### src/logic/bldc_defs.svh
`ifndef BLDC_DEFS_SVH
`define BLDC_DEFS_SVH

// Sine table geometry.
`define BLDC_TABLE_LEN  64
`define BLDC_PHASE_V    21
`define BLDC_PHASE_W    42

// Feedback counts per table step is 2**BLDC_FB_SHIFT.
`define BLDC_FB_SHIFT   4

// PWM timing.
`define BLDC_TICK_DIV   2
`define BLDC_PWM_PERIOD 255

`endif
### src/logic/bldc_pkg.sv
`default_nettype none

package bldc_pkg;

    typedef logic [5:0]  angle_t;
    typedef logic [7:0]  sample_t;
    typedef logic [7:0]  speed_t;
    typedef logic [15:0] product_t;
    typedef logic [9:0]  duty_t;
    typedef logic [15:0] feedback_t;

    typedef enum logic [2:0] {
        idle,
        issue_u,
        issue_v,
        issue_w,
        collect,
        publish
    } seq_state_t;

endpackage

`default_nettype wire

### src/logic/duty_if.sv
`timescale 1ns/100ps
`default_nettype none

interface duty_if;
    import bldc_pkg::*;

    duty_t duty_u;
    duty_t duty_v;
    duty_t duty_w;
    // Single-cycle pulse, all three duties valid with it.
    logic  update;

    modport source (
        output duty_u,
        output duty_v,
        output duty_w,
        output update
    );

    modport sink (
        input duty_u,
        input duty_v,
        input duty_w,
        input update
    );
endinterface

`default_nettype wire

### src/logic/bldc_drive.sv
`timescale 1ns/100ps
`default_nettype none

module bldc_drive (
    input  wire logic               clk,
    input  wire logic               rst,
    input  wire logic               enable,
    input  wire logic               testmode,
    input  wire logic signed [15:0] velocity,
    input  wire logic signed [7:0]  offset,
    input  wire logic [7:0]         torque,
    input  wire logic [15:0]        feedback,
    output logic                    en,
    output logic                    u,
    output logic                    v,
    output logic                    w
);
    import bldc_pkg::*;

    speed_t speed;
    angle_t angle_u;
    angle_t angle_v;
    angle_t angle_w;

    duty_if duty_bus ();

    commutation_angle i_commutation_angle (
        .clk      (clk),
        .rst      (rst),
        .testmode (testmode),
        .velocity (velocity),
        .offset   (offset),
        .torque   (torque),
        .feedback (feedback),
        .speed    (speed),
        .angle_u  (angle_u),
        .angle_v  (angle_v),
        .angle_w  (angle_w)
    );

    duty_sequencer i_duty_sequencer (
        .clk     (clk),
        .rst     (rst),
        .speed   (speed),
        .angle_u (angle_u),
        .angle_v (angle_v),
        .angle_w (angle_w),
        .duty    (duty_bus.source)
    );

    always_ff @(posedge clk) begin
        if (rst) begin
            en <= 1'b0;
        end else begin
            en <= enable;
        end
    end

    // The bank runs from en, so the phases drop in the same cycle as en.
    pwm_bank i_pwm_bank (
        .clk    (clk),
        .rst    (rst),
        .enable (en),
        .duty   (duty_bus.sink),
        .u      (u),
        .v      (v),
        .w      (w)
    );

endmodule

`default_nettype wire

### src/logic/pwm_bank.sv
`timescale 1ns/100ps
`default_nettype none

`include "bldc_defs.svh"

module pwm_bank (
    input  wire logic clk,
    input  wire logic rst,
    input  wire logic enable,
    duty_if.sink      duty,
    output logic      u,
    output logic      v,
    output logic      w
);
    import bldc_pkg::*;

    localparam int                TICK_W      = $clog2(`BLDC_TICK_DIV + 1);
    localparam logic [TICK_W-1:0] TICK_LAST   = TICK_W'(`BLDC_TICK_DIV - 1);
    localparam logic [7:0]        PERIOD_LAST = 8'(`BLDC_PWM_PERIOD - 1);

    logic [TICK_W-1:0] tick_cnt;
    logic              tick;
    logic [7:0]        period_cnt;
    logic              period_end;
    duty_t             pending [3];
    duty_t             active [3];
    logic [2:0]        phase_out;

    // ============================================================
    // Tick divider and shared period counter
    // ============================================================
    assign tick       = (tick_cnt == TICK_LAST);
    assign period_end = tick && (period_cnt == PERIOD_LAST);

    always_ff @(posedge clk) begin
        if (rst || !enable) begin
            tick_cnt   <= '0;
            period_cnt <= '0;
        end else begin
            tick_cnt <= tick ? '0 : tick_cnt + 1'b1;
            if (period_end) begin
                period_cnt <= '0;
            end else if (tick) begin
                period_cnt <= period_cnt + 8'd1;
            end
        end
    end

    // ============================================================
    // Duty latches
    // ============================================================
    always_ff @(posedge clk) begin
        if (rst) begin
            pending <= '{default: '0};
            active  <= '{default: '0};
        end else begin
            if (duty.update) begin
                pending[0] <= duty.duty_u;
                pending[1] <= duty.duty_v;
                pending[2] <= duty.duty_w;
            end
            // Swap only at the period boundary so a pulse is never cut short.
            if (!enable || period_end) begin
                active <= pending;
            end
        end
    end

    always_comb begin
        for (int i = 0; i < 3; i++) begin
            phase_out[i] = enable && (duty_t'(period_cnt) < active[i]);
        end
    end

    assign u = phase_out[0];
    assign v = phase_out[1];
    assign w = phase_out[2];

endmodule

`default_nettype wire

### src/logic/duty_sequencer.sv
`timescale 1ns/100ps
`default_nettype none

`include "bldc_defs.svh"

module duty_sequencer (
    input  wire logic             clk,
    input  wire logic             rst,
    input  wire bldc_pkg::speed_t speed,
    input  wire bldc_pkg::angle_t angle_u,
    input  wire bldc_pkg::angle_t angle_v,
    input  wire bldc_pkg::angle_t angle_w,
    duty_if.source                duty
);
    import bldc_pkg::*;

    localparam product_t DUTY_DIVISOR = 16'd100;

    // One full electrical turn, offset binary around 127.
    localparam sample_t SINE_TABLE [`BLDC_TABLE_LEN] = '{
        8'd127, 8'd139, 8'd151, 8'd163, 8'd175, 8'd186, 8'd197, 8'd207,
        8'd216, 8'd225, 8'd232, 8'd239, 8'd244, 8'd248, 8'd251, 8'd253,
        8'd254, 8'd253, 8'd251, 8'd248, 8'd244, 8'd239, 8'd232, 8'd225,
        8'd216, 8'd207, 8'd197, 8'd186, 8'd175, 8'd163, 8'd151, 8'd139,
        8'd127, 8'd114, 8'd102, 8'd90,  8'd78,  8'd67,  8'd56,  8'd46,
        8'd37,  8'd28,  8'd21,  8'd14,  8'd9,   8'd5,   8'd2,   8'd0,
        8'd0,   8'd0,   8'd2,   8'd5,   8'd9,   8'd14,  8'd21,  8'd28,
        8'd37,  8'd46,  8'd56,  8'd67,  8'd78,  8'd90,  8'd102, 8'd114
    };

    seq_state_t state;
    seq_state_t state_next;
    logic [1:0] arrival;
    logic       mult_load;
    angle_t     issue_angle;
    sample_t    mult_a;
    logic       mult_valid;
    product_t   mult_product;
    duty_t      scaled;

    // ============================================================
    // Round control
    // ============================================================
    always_comb begin
        state_next = state;
        case (state)
            idle: begin
                state_next = issue_u;
            end
            issue_u: begin
                state_next = issue_v;
            end
            issue_v: begin
                state_next = issue_w;
            end
            issue_w: begin
                state_next = collect;
            end
            collect: begin
                // Third product lands on the last collect cycle.
                if (mult_valid && arrival == 2'd2) begin
                    state_next = publish;
                end
            end
            publish: begin
                state_next = issue_u;
            end
            default: begin
                state_next = idle;
            end
        endcase
    end

    always_comb begin
        mult_load   = 1'b0;
        issue_angle = angle_u;
        case (state)
            issue_u: begin
                mult_load = 1'b1;
            end
            issue_v: begin
                mult_load   = 1'b1;
                issue_angle = angle_v;
            end
            issue_w: begin
                mult_load   = 1'b1;
                issue_angle = angle_w;
            end
            default: begin
                mult_load = 1'b0;
            end
        endcase
    end

    assign mult_a = SINE_TABLE[issue_angle];

    shift_add_multiplier i_multiplier (
        .clk     (clk),
        .rst     (rst),
        .load    (mult_load),
        .a       (mult_a),
        .b       (speed),
        .valid   (mult_valid),
        .product (mult_product)
    );

    // ============================================================
    // Collect and publish
    // ============================================================
    assign scaled = duty_t'(mult_product / DUTY_DIVISOR);

    always_ff @(posedge clk) begin
        if (rst) begin
            state       <= idle;
            arrival     <= 2'd0;
            duty.duty_u <= '0;
            duty.duty_v <= '0;
            duty.duty_w <= '0;
        end else begin
            state <= state_next;
            if (state == publish) begin
                arrival <= 2'd0;
            end else if (mult_valid) begin
                // Products return in issue order.
                case (arrival)
                    2'd0:    duty.duty_u <= scaled;
                    2'd1:    duty.duty_v <= scaled;
                    default: duty.duty_w <= scaled;
                endcase
                arrival <= arrival + 2'd1;
            end
        end
    end

    assign duty.update = (state == publish);

endmodule

`default_nettype wire

### src/logic/shift_add_multiplier.sv
`timescale 1ns/100ps
`default_nettype none

module shift_add_multiplier (
    input  wire logic              clk,
    input  wire logic              rst,
    input  wire logic              load,
    input  wire bldc_pkg::sample_t a,
    input  wire bldc_pkg::speed_t  b,
    output logic                   valid,
    output bldc_pkg::product_t     product
);
    import bldc_pkg::*;

    localparam int A_W = $bits(sample_t);

    product_t partial [A_W];
    product_t partial_sum;
    logic     stage1_valid;

    // Stage one: one gated, shifted copy of b per bit of a.
    always_ff @(posedge clk) begin
        for (int i = 0; i < A_W; i++) begin
            partial[i] <= a[i] ? (product_t'(b) << i) : '0;
        end
    end

    always_comb begin
        partial_sum = '0;
        for (int i = 0; i < A_W; i++) begin
            partial_sum = partial_sum + partial[i];
        end
    end

    // Stage two.
    always_ff @(posedge clk) begin
        product <= partial_sum;
    end

    always_ff @(posedge clk) begin
        if (rst) begin
            stage1_valid <= 1'b0;
            valid        <= 1'b0;
        end else begin
            stage1_valid <= load;
            valid        <= stage1_valid;
        end
    end

endmodule

`default_nettype wire

### src/logic/commutation_angle.sv
`timescale 1ns/100ps
`default_nettype none

`include "bldc_defs.svh"

module commutation_angle (
    input  wire logic                clk,
    input  wire logic                rst,
    input  wire logic                testmode,
    input  wire logic signed [15:0]  velocity,
    input  wire logic signed [7:0]   offset,
    input  wire logic [7:0]          torque,
    input  wire bldc_pkg::feedback_t feedback,
    output bldc_pkg::speed_t         speed,
    output bldc_pkg::angle_t         angle_u,
    output bldc_pkg::angle_t         angle_v,
    output bldc_pkg::angle_t         angle_w
);
    import bldc_pkg::*;

    logic        vel_neg;
    logic [15:0] vel_mag;
    speed_t      speed_next;
    angle_t      base_angle;
    angle_t      lead_angle;
    angle_t      angle_next;

    // ============================================================
    // Speed magnitude and direction
    // ============================================================
    assign vel_neg = velocity[15];
    // -32768 negates to itself, which still reads as 32768 unsigned.
    assign vel_mag = vel_neg ? 16'(-velocity) : $unsigned(velocity);
    assign speed_next = (vel_mag > 16'd255) ? 8'hFF : vel_mag[7:0];

    // ============================================================
    // Electrical angle, all sums wrap at the table length
    // ============================================================
    assign base_angle = angle_t'(feedback >> `BLDC_FB_SHIFT) + angle_t'(offset);

    // Torque lead goes against the direction of travel.
    assign lead_angle = vel_neg ? (base_angle + angle_t'(torque))
                                : (base_angle - angle_t'(torque));

    assign angle_next = testmode ? angle_t'(offset) : lead_angle;

    always_ff @(posedge clk) begin
        if (rst) begin
            speed   <= '0;
            angle_u <= '0;
            angle_v <= '0;
            angle_w <= '0;
        end else begin
            speed   <= speed_next;
            angle_u <= angle_next;
            angle_v <= angle_next + angle_t'(`BLDC_PHASE_V);
            angle_w <= angle_next + angle_t'(`BLDC_PHASE_W);
        end
    end

endmodule

`default_nettype wire

### config.mk
export PLATFORM = sky130hd
export DESIGN_NAME = bldc_drive
export DESIGN_NICKNAME = d
export VERILOG_FILES = /design/src/logic/bldc_pkg.sv /design/src/logic/duty_if.sv /design/src/logic/bldc_drive.sv /design/src/logic/pwm_bank.sv /design/src/logic/duty_sequencer.sv /design/src/logic/shift_add_multiplier.sv /design/src/logic/commutation_angle.sv
export VERILOG_INCLUDE_DIRS = /design/src /design/src/logic
export SDC_FILE = /design/constraint.sdc
export NUM_CORES = 1
export LEC_CHECK = 0
export BUFFER_PORTS_ARGS = -buffer_cell sky130_fd_sc_hd__buf_2
export CAP_MARGIN = 25
export CORE_ASPECT_RATIO = 1.1
export CORE_MARGIN = 2
export CORE_UTILIZATION = 62
export CTS_CLUSTER_DIAMETER = 40
export CTS_CLUSTER_SIZE = 20
export DETAILED_ROUTE_END_ITERATION = 16
export GPL_TIMING_DRIVEN = 1
export MAX_ROUTING_LAYER = met4
export PLACE_DENSITY = 0.8
export SETUP_SLACK_MARGIN = 0.15
export SLEW_MARGIN = 20
export SYNTH_ARGS = -nofsm -noshare
export SYNTH_HDL_FRONTEND = slang
export SYNTH_SLANG_ARGS = --single-unit
### constraint.sdc
create_clock -name clk -period 5.8 [get_ports clk]
set_input_delay 0.87 -clock clk [delete_from_list [all_inputs] [get_ports clk]]
set_output_delay 0.87 -clock clk [all_outputs]
set_load 0.05 [all_outputs]
; After elaboration in Yosys (flattened, before gate mapping)
; Memories as Yosys holds them, arrays and structs flattened.
; Cells that the tools add are included.
[totals]
word_cells = 95
romBits = 512
register_bits = 150
inputBits = 52
output_inout_bits = 4
mem_bits_rw = 120
mem_count = 2
[memory_table]
columns = memory, depth, word_bits, read_ports, rd_ports_with_merged_regs, wr, line_no
row1 = (name not given), 64, 8, 1, 0, 0, duty_sequencer.sv:95  ; assign mult_a = SINE_TABLE[issue_angle];
row2 = i_duty_sequencer.i_multiplier.partial, 8, 15, 8, 0, 8, shift_add_multiplier.sv:17  ; product_t partial [A_W];
[op_classes]
magnitude_cmp = 5
n_mux = 18
bitwise = 3
add_sub_neg = 16
reduce_logical = 19
eq_ne = 10
n_div = 1
[op_table]
columns = cell, n
row1 = $add A16 B16 Y16, 7
row2 = $mux W8, 4
row3 = $lt A8 B10 Y1, 3
row4 = $div A16 B7 Y16 const B, 1
row5 = $gt A16 B8 Y1 const B, 1
row6 = $mux W16, 1
row7 = $neg A16 Y16, 1
row8 = $mux W15, 1
row9 = $pmux W3 S5, 1
row10 = $mux W14, 1
row11 = $mux W13, 1
row12 = $add A6 B6 Y6, 2
row13 = $mux W12, 1
row14 = $mux W6, 2
row15 = $pmux W6 S2, 1
row16 = $mux W11, 1
row17 = $mux W10, 1
row18 = $reduce_or A2 Y1, 5
row19 = $mux W9, 1
row20 = $reduce_and A3 Y1, 3
row21 = $add A8 B1 Y8 const B, 1
row22 = $eq A8 B8 Y1 const B, 1
row23 = $ge A7 B7 Y1 const B, 1
row24 = $not A6 Y7, 1
row25 = 19 further kinds, 29

; Depth between registers and ports, before layout
; Gate-level depths: netlist of run 1.
; An unclocked memory read counts as a cell.
[logic_depth]
ltp_word = 8
depth_mapped = 24
depth_no_buf = 18

; Hierarchy
; From an unflattened synthesis of run 1, not the netlist that was laid out.
[hier_totals]
cells_unflattened = 1537
hier_area_um2 = 13322.8
[by_module_without_submodules]
columns = mod, instances, area_per_inst_um2, seq_area_each_um2, cells_each
row1 = duty_sequencer, 1, 4593.2, 700.7, 648
row2 = shift_add_multiplier, 1, 3759.9, 1641.6, 325
row3 = pwm_bank, 1, 3085.5, 1401.3, 349
row4 = commutation_angle, 1, 1850.5, 500.5, 213
row5 = bldc_drive, 1, 33.8, 20.0, 2

; Worst setup path before layout of run 1
; Ideal clock, no wire load.
[synth_path]
kind = register to register
startpoint = reg i_duty_sequencer.i_multiplier.product[12]
endpoint = reg i_duty_sequencer.duty.duty_w[0]
n_path_buf = 3
stages_incl_launch_ff = 22
arrival_time_ns = 5.063
setup_time_ns = 0.092
synth_period_minus_slack_ns = 5.156
setup_slack_ns = 0.644
required_ns = 5.708
path_cell_list = dfxtp_1 -> or2_1 -> buf_6 -> a311o_1 -> o2111ai_2 -> o311ai_2 -> buf_6 -> o311a_1 -> nor3_1 -> a221o_2 -> mux2i_4 -> o311ai_4 -> o311a_1 -> a2111oi_4 -> a2111oi_2 -> o32ai_4 -> and2_1 -> buf_6 -> mux2_4 -> a311oi_2 -> o21ai_1 -> o32ai_1
[synth_between]
elab_chain_cells = 1
[synth_lines]
columns = element, line_no
row1 = start: declaration, shift_add_multiplier.sv:11  ; output bldc_pkg::product_t product
row2 = start signal: assignment, shift_add_multiplier.sv:37  ; product <= partial_sum;
row3 = $div A16 B7 Y16, duty_sequencer.sv:110  ; assign scaled = duty_t'(mult_product / DUTY_DIVISOR);
row4 = end signal: assignment, duty_sequencer.sv:128  ; default: duty.duty_w <= scaled;
row5 = end: declaration, duty_if.sv:16  ; output duty_w,
; Every way passes these cells.
; A chain may end at the register's enable or synchronous reset.

; Worst setup path after layout of run 1
[layout_path]
startpoint = reg i_duty_sequencer.i_multiplier.product[11]
endpoint = reg i_duty_sequencer.duty.duty_v[0]
[layout_between]
elab_chain_cells = 1
[layout_lines]
columns = element, line_no
row1 = $div A16 B7 Y16, duty_sequencer.sv:110
row2 = end signal: assignment, duty_sequencer.sv:127  ; 2'd1: duty.duty_v <= scaled;
row3 = end: declaration, duty_if.sv:15  ; output duty_v,
; Every way passes these cells.

==> results of run 1 <==
## stage by stage
| stage | area, µm² | setup TNS, ns |
|---|---|---|
| 6_report | 13900 | 0 |
| 5_1_grt | 13900 | 0 |
| 4_1_cts | 13720 | 0 |
| 3_3_place_gp | 12770 | 0 |
| 3_5_place_dp | 12800 | -0.2589 |
| 2_1_floorplan | 12250 | 0 |
## layer usage
| metal | vias up | global-route usage, % | share of wire (%) |
|---|---|---|---|
| li1 | 5053 | - | - |
| met1 | 4781 | 30.68 | 43 |
| met2 | 219 | 45.52 | 51 |
| met3 | 48 | 2.940 | 3.7 |
| met4 | 0 | 6.939 | 2.0 |
| met5 | - | - | 0 |
## registers in the layout (all words and copies together) (netlist names)
signal,flops
en,1
i_commutation_angle.angle_u,5
i_commutation_angle.angle_v,6
i_commutation_angle.angle_w,6
i_commutation_angle.speed,8
i_duty_sequencer.arrival,2
i_duty_sequencer.duty.duty_u,10
i_duty_sequencer.duty.duty_v,10
i_duty_sequencer.duty.duty_w,10
i_duty_sequencer.i_multiplier.partial,63
i_duty_sequencer.i_multiplier.product,14
i_duty_sequencer.i_multiplier.stage1_valid,1
i_duty_sequencer.i_multiplier.valid,1
i_duty_sequencer.state,3
i_pwm_bank.active,30
i_pwm_bank.pending,30
i_pwm_bank.period_cnt,8
i_pwm_bank.tick_cnt,2
## cell families (layout without fill, tap and decap cells)
family / Yosys count / in the layout / synth area share [%]
adders and majority gates: 121 / 121 / 14.80
DFF: 210 / 210 / 34.33
AOI/OAI and AO/OA: 392 / 392 / 21.88
xor gates and xnor gates: 52 / 52 / 3.719
buffers and inverters: 141 / 202 / 4.802
and+or+nand+nor: 482 / 482 / 18.46
muxes: 22 / 22 / 2.002
## worst max path at each step
stage | from | endpoint | slack (ns)
2_1_floorplan | i_duty_sequencer.i_multiplier.product[12]$_DFF_P_ | i_duty_sequencer.duty.duty_w[0]$_SDFFE_PP0P_ | 0.64
3_3_place_gp | i_duty_sequencer.i_multiplier.product[15]$_DFF_P_ | i_duty_sequencer.duty.duty_w[0]$_SDFFE_PP0P_ | 0.08
3_5_place_dp | i_duty_sequencer.i_multiplier.product[15]$_DFF_P_ | i_duty_sequencer.duty.duty_w[0]$_SDFFE_PP0P_ | -0.09
4_1_cts | i_duty_sequencer.i_multiplier.product[14]$_DFF_P_ | i_duty_sequencer.duty.duty_w[0]$_SDFFE_PP0P_ | 0.21
5_1_grt | i_duty_sequencer.i_multiplier.product[13]$_DFF_P_ | i_duty_sequencer.duty.duty_w[0]$_SDFFE_PP0P_ | 0.14
6_report | i_duty_sequencer.i_multiplier.product[11]$_DFF_P_ | i_duty_sequencer.duty.duty_v[0]$_SDFFE_PP0P_ | 0.37
## worst max-delay path, delay by kind of cell, from the launching register on
family | cells | cell delay, ns
multiplexers | 1 | 0.32
flip-flops | 1 | 0.30
buffers and inverters | 1 | 0.22
AND/OR/NAND/NOR | 4 | 1.01
AO/OA/AOI/OAI | 13 | 3.51
## area by class of cell
class	count	area, µm²
clock buffers	27	675.6
clock inverters	20	224.0
flip-flops and latches	210	4214
inverters	66	247.7
multi-input cells	1069	7625
fillers	1480	5335
well taps	247	309.0
repair buffers	89	600.6
## repair_timing
item | CTS | global route
setup endpoints to repair | 6 | 6
resized for setup | 6 | 28
buffers inserted | 0 | 4
endpoints found under the hold margin | 0 | 0
pin swaps | 0 | 8
## cell usage in the layout (no fill, tap or decap), types with 7 or more instances in the layout
master / instances
a211oi_1: 25
a21o_1: 10
a21oi_1: 135
a31oi_1: 15
and2_1: 61
buf_2: 40
buf_4: 47
clkbuf_16: 27
dfxtp_1: 206
fa_1: 40
ha_1: 80
inv_1: 66
mux2i_1: 14
nand2_1: 181
nand2b_1: 13
nand3_1: 12
nand3b_1: 7
nor2_1: 116
nor2b_1: 19
nor3_1: 25
o2111ai_1: 7
o211a_1: 8
o211ai_1: 16
o21a_1: 14
o21ai_0: 46
o21ai_1: 15
o21bai_1: 10
o22ai_1: 9
xnor2_1: 32
xor2_1: 19
==> flow_summary.ini, run 1 <==
[status]
status = finished clean

[synthesis]
yosys-top-cells-area = dfxtp_1, ha_1, fa_1
yosysTopAreaCell = dfxtp_1
yosysSeqAreaShare_pct = 34.33
netlist_instances = 1420
synth.ff_latch_count = 210
synth_top_area_share_pct = 34.33
synth_warnings = 0
async_flop_share_pct = 0
synth_area_per_cell_um2 = 8.624
synth_area_mm2 = 0.01225
synth-edff-count = 0
ys.flop_type = dfxtp_1
synth.net_count = 1592
synth.distinct_cells = 87
yosys-top-cells-count = dfxtp_1, nand2_1, a21oi_1, nor2_1, ha_1
synthMostInstantiatedCell = dfxtp_1

[placement]
dpl.hpwl_um = 18650
port_buffers = 41
post-place-ws_ns = -0.09408
place_inst = 1677
gp_congestion = 0.9111

[timing]
final_max_slew_viol_count = 0
timing.final.ws_setup_ns = 0.3733
fmaxAchievable_mhz = 184.3
rsz0062_at_grt = true
whs_ns = 0.4416
fin_crit_ns = 5.427
hold_viol_final = 0
relSlewSlack_pct = 41.67
worst_pin_slew_ns = 0.8709
finalSetupViolCount = 0
fin_crit_sh_pct = 93.56
skew_ns = 0.01204

[global_route]
grt_antenna_before_repair = 0
grt_pass1_wl_um = 44150
grt_remaining_overflow = 0
grt_start_max_net_pins = 66
track_usage_pct = 25.43
grt_pass1_vias = 9504

[finish]
drive_gt1_share_pct = 13.57
finish.utilization_pct = 72.26
area_delta_synth_final_pct = 13.47
layout.nets = 1634
antenna_cells = 0
finalNonFillerCells = 1728

[setup_path]
worstPathArrival_ns = 5.89
worstSetupPathType = register to register
r2r-end = i_duty_sequencer.duty.duty_v[0]$_SDFFE_PP0P_
r2r_setup_slack_ns = 0.37
startpoint_type = register
end_kind = register
worst-path-max-fanout = 13
critPathSlowestCell = a311o_1
path_cells = or2_1 > a311o_1 > o2111ai_2 > o311ai_2 > buf_4 > o311a_1 > a211oi_2 > and3_2 > nand2_1 > o311a_1 > a211o_1 > a2111oi_4 > a2111oi_4 > o32ai_4 > and2_2 > mux2_4 > a311oi_2 > o21ai_1 > o21ai_1
r2r_start = i_duty_sequencer.i_multiplier.product[11]$_DFF_P_
cpPeakStageDelay_ns = 0.45
crit_required_ns = 6.27
reg2regPathDepth = 19

[floorplanning]
die-area_mm2 = 0.02089
rows = 53
coreArea_mm2 = 0.01923
die_w_um = 138.0
die_h_um = 151.4
ios = 56
start_util_pct = 63.68

[cts]
cts_tree = done
cts_buffer_depth = 3
cts_root_buf = clkbuf_16
h-tree-depth = 1
path_clk_slew_ns = 0.07
clock_latency_ns = 0.53
cts-hold-fix-buffers = 0
cts_inserted_buffers = 26
clock-sinks = 210

[hold_path]
whs_path_depth = 1
hp-start = i_duty_sequencer.i_multiplier.stage1_valid$_SDFF_PP0_
whs_endpoint = i_duty_sequencer.i_multiplier.valid$_SDFF_PP0_
min_path_type = register to register

[detailed_routing]
wl_per_cell_um = 15.41
drc = 0
wirelength_um = 26630
vias_per_cell = 5.845
ant_nets = 0
drt_iter0_drc = 533
vias = 10100
first_pass_iters = 5

[flow_run]
max_cap_viol_count = 0
Power of run 1 is not shown: default switching activity piles up to over one toggle a cycle in this logic, so the estimate is an artifact.
==> run 2, diff against run 1 <==
CELL_PAD_IN_SITES_DETAIL_PLACEMENT = 1   (was default)
CELL_PAD_IN_SITES_GLOBAL_PLACEMENT = 2   (was default)
CORE_UTILIZATION = 39   (was 62)
PLACE_DENSITY = default   (was 0.8)
PLACE_DENSITY_LB_ADDON = 0.1   (was default)
==> run 2 against run 1 <==
  * Die area rose by 57%
  * Global-route usage fell by 6.0 points
  * Routed wire length rose by 19%
  * Worst setup slack got worse by 0.030 ns
==> flow_summary.ini, run 2 (synthesized netlist as in run 1, its figures left out) <==
[status]
status = finished clean

[placement]
port_buffers = 41
dpl.hpwl_um = 22670
gp_congestion = 0.8079
place_inst = 1880

[timing]
skew_ns = 0.02583
finalSetupViolCount = 0
fin_crit_ns = 5.456
fin_crit_sh_pct = 94.08
whs_ns = 0.4157
relSlewSlack_pct = 36.51
worst_pin_slew_ns = 0.9424
final_max_slew_viol_count = 0
rsz0062_at_grt = false
fmaxAchievable_mhz = 183.3
hold_viol_final = 0

[global_route]
grt_pass1_vias = 10520
grt_antenna_before_repair = 0
grt_pass1_wl_um = 51860
grt_remaining_overflow = 0
track_usage_pct = 19.45
grt_start_max_net_pins = 87

[detailed_routing]
drc = 0
drt_iter0_drc = 371
ant_nets = 0
wirelength_um = 31690
first_pass_iters = 4
vias_per_cell = 5.272
vias = 10340
wl_per_cell_um = 16.15

[setup_path]
worstSetupPathType = register to register
end_kind = register
startpoint_type = register
crit_required_ns = 6.22
worst-path-max-fanout = 9
worstPathArrival_ns = 5.88

[floorplanning]
die_w_um = 173.0
start_util_pct = 39.33
die-area_mm2 = 0.03284
rows = 68
die_h_um = 189.9
coreArea_mm2 = 0.03114
ios = 56

[finish]
top_register = i_duty_sequencer.i_multiplier.partial
area_delta_synth_final_pct = 21.19
largest_register_ffs = 63
final_cell_mix = dfxtp_1, nand2_1, a21oi_1, nor2_1, buf_4
layout.nets = 1689
drive_gt1_share_pct = 17.77
finish.utilization_pct = 47.66
top_regs = i_duty_sequencer.i_multiplier.partial x63, i_pwm_bank.active x30, i_pwm_bank.pending x30
finalNonFillerCells = 1962
antenna_cells = 0
final_common_cell = dfxtp_1

[hold_path]
min_path_type = register to register

[cts]
cts_root_buf = clkbuf_16
clock-sinks = 210
cts_tree = done
cts_inserted_buffers = 34
path_clk_slew_ns = 0.05
clock_latency_ns = 0.50
h-tree-depth = 2
cts_buffer_depth = 3

[flow_run]
max_cap_viol_count = 0
-- run 2: cell count changes in the layout (fill, tap and decap cells not counted), moves of 4 or more --
cell and change:
buf_4 +41, inv_8 -4, o21ai_0 -6, clkbuf_1 +6
clkinv_2 +4, clkbuf_16 +8
-- run 2: cell type report --
class	count	area, µm²
clock inverter	19	165.2
clock buffer	42	912.1
multi-input combinational	1070	7829
fill	3669	16300
sequential	210	4218
inverter	66	247.7
tap	420	525.5
timing repair buffer	135	944.7
-- run 2: worst paths after layout --
check             slack (ns)  cells past startpoint                                              start                                            to
setup / recovery        0.34                     20  i_duty_sequencer.i_multiplier.product[13]$_DFF_P_  i_duty_sequencer.duty.duty_v[0]$_SDFFE_PP0P_
hold / removal          0.42                      1                  i_pwm_bank.tick_cnt[0]$_SDFF_PP0_             i_pwm_bank.tick_cnt[0]$_SDFF_PP0_
setup reg to reg        0.34                     20  i_duty_sequencer.i_multiplier.product[13]$_DFF_P_  i_duty_sequencer.duty.duty_v[0]$_SDFFE_PP0P_
hold reg to reg         0.42                      1                  i_pwm_bank.tick_cnt[0]$_SDFF_PP0_             i_pwm_bank.tick_cnt[0]$_SDFF_PP0_
-- run 2: repair_timing --
item | 4_1_cts | 5_1_grt
pin swaps | 2 | 17
cloned | 0 | 2
buffers inserted | 1 | 18
hold buffers | 0 | 0
resized for setup | 12 | 66
endpoints found under the setup margin | 6 | 6
-- run 2: stage by stage --
step | instance area (µm²) | TNS, ns | worst slack (ns)
2_1_floorplan | 12250 | 0 | 0.6443
3_3_place_gp | 13230 | -0.4319 | -0.1513
3_5_place_dp | 13230 | -0.7873 | -0.2144
4_1_cts | 14380 | 0 | 0.1602
5_1_grt | 14840 | 0 | 0.07741
6_report | 14840 | 0 | 0.3436
-- run 2: per-layer routing --
metal	share of wire [%]	track usage, %
met3	2.4	2.578
met2	52	35.08
met1	44	23.08
met4	1.6	4.400
met5	0	-
-- run 2: critical path, stage by stage (launching register included) --
cell	delay, ns
dfxtp_4	0.38
buf_4	0.17
nor4bb_2	0.35
a311oi_2	0.07
o2111ai_2	0.31
o2111a_2	0.41
a211o_1	0.18
nand2_2	0.10
a221o_2	0.48
buf_12	0.15
o311a_1	0.38
a211o_1	0.35
a2111oi_4	0.34
buf_4	0.19
a2111oi_4	0.05
o32ai_4	0.30
and2_4	0.21
mux2_4	0.32
a311oi_4	0.33
o21ai_1	0.11
o21ai_1	0.17
Power of run 2 is left out for the same reason.
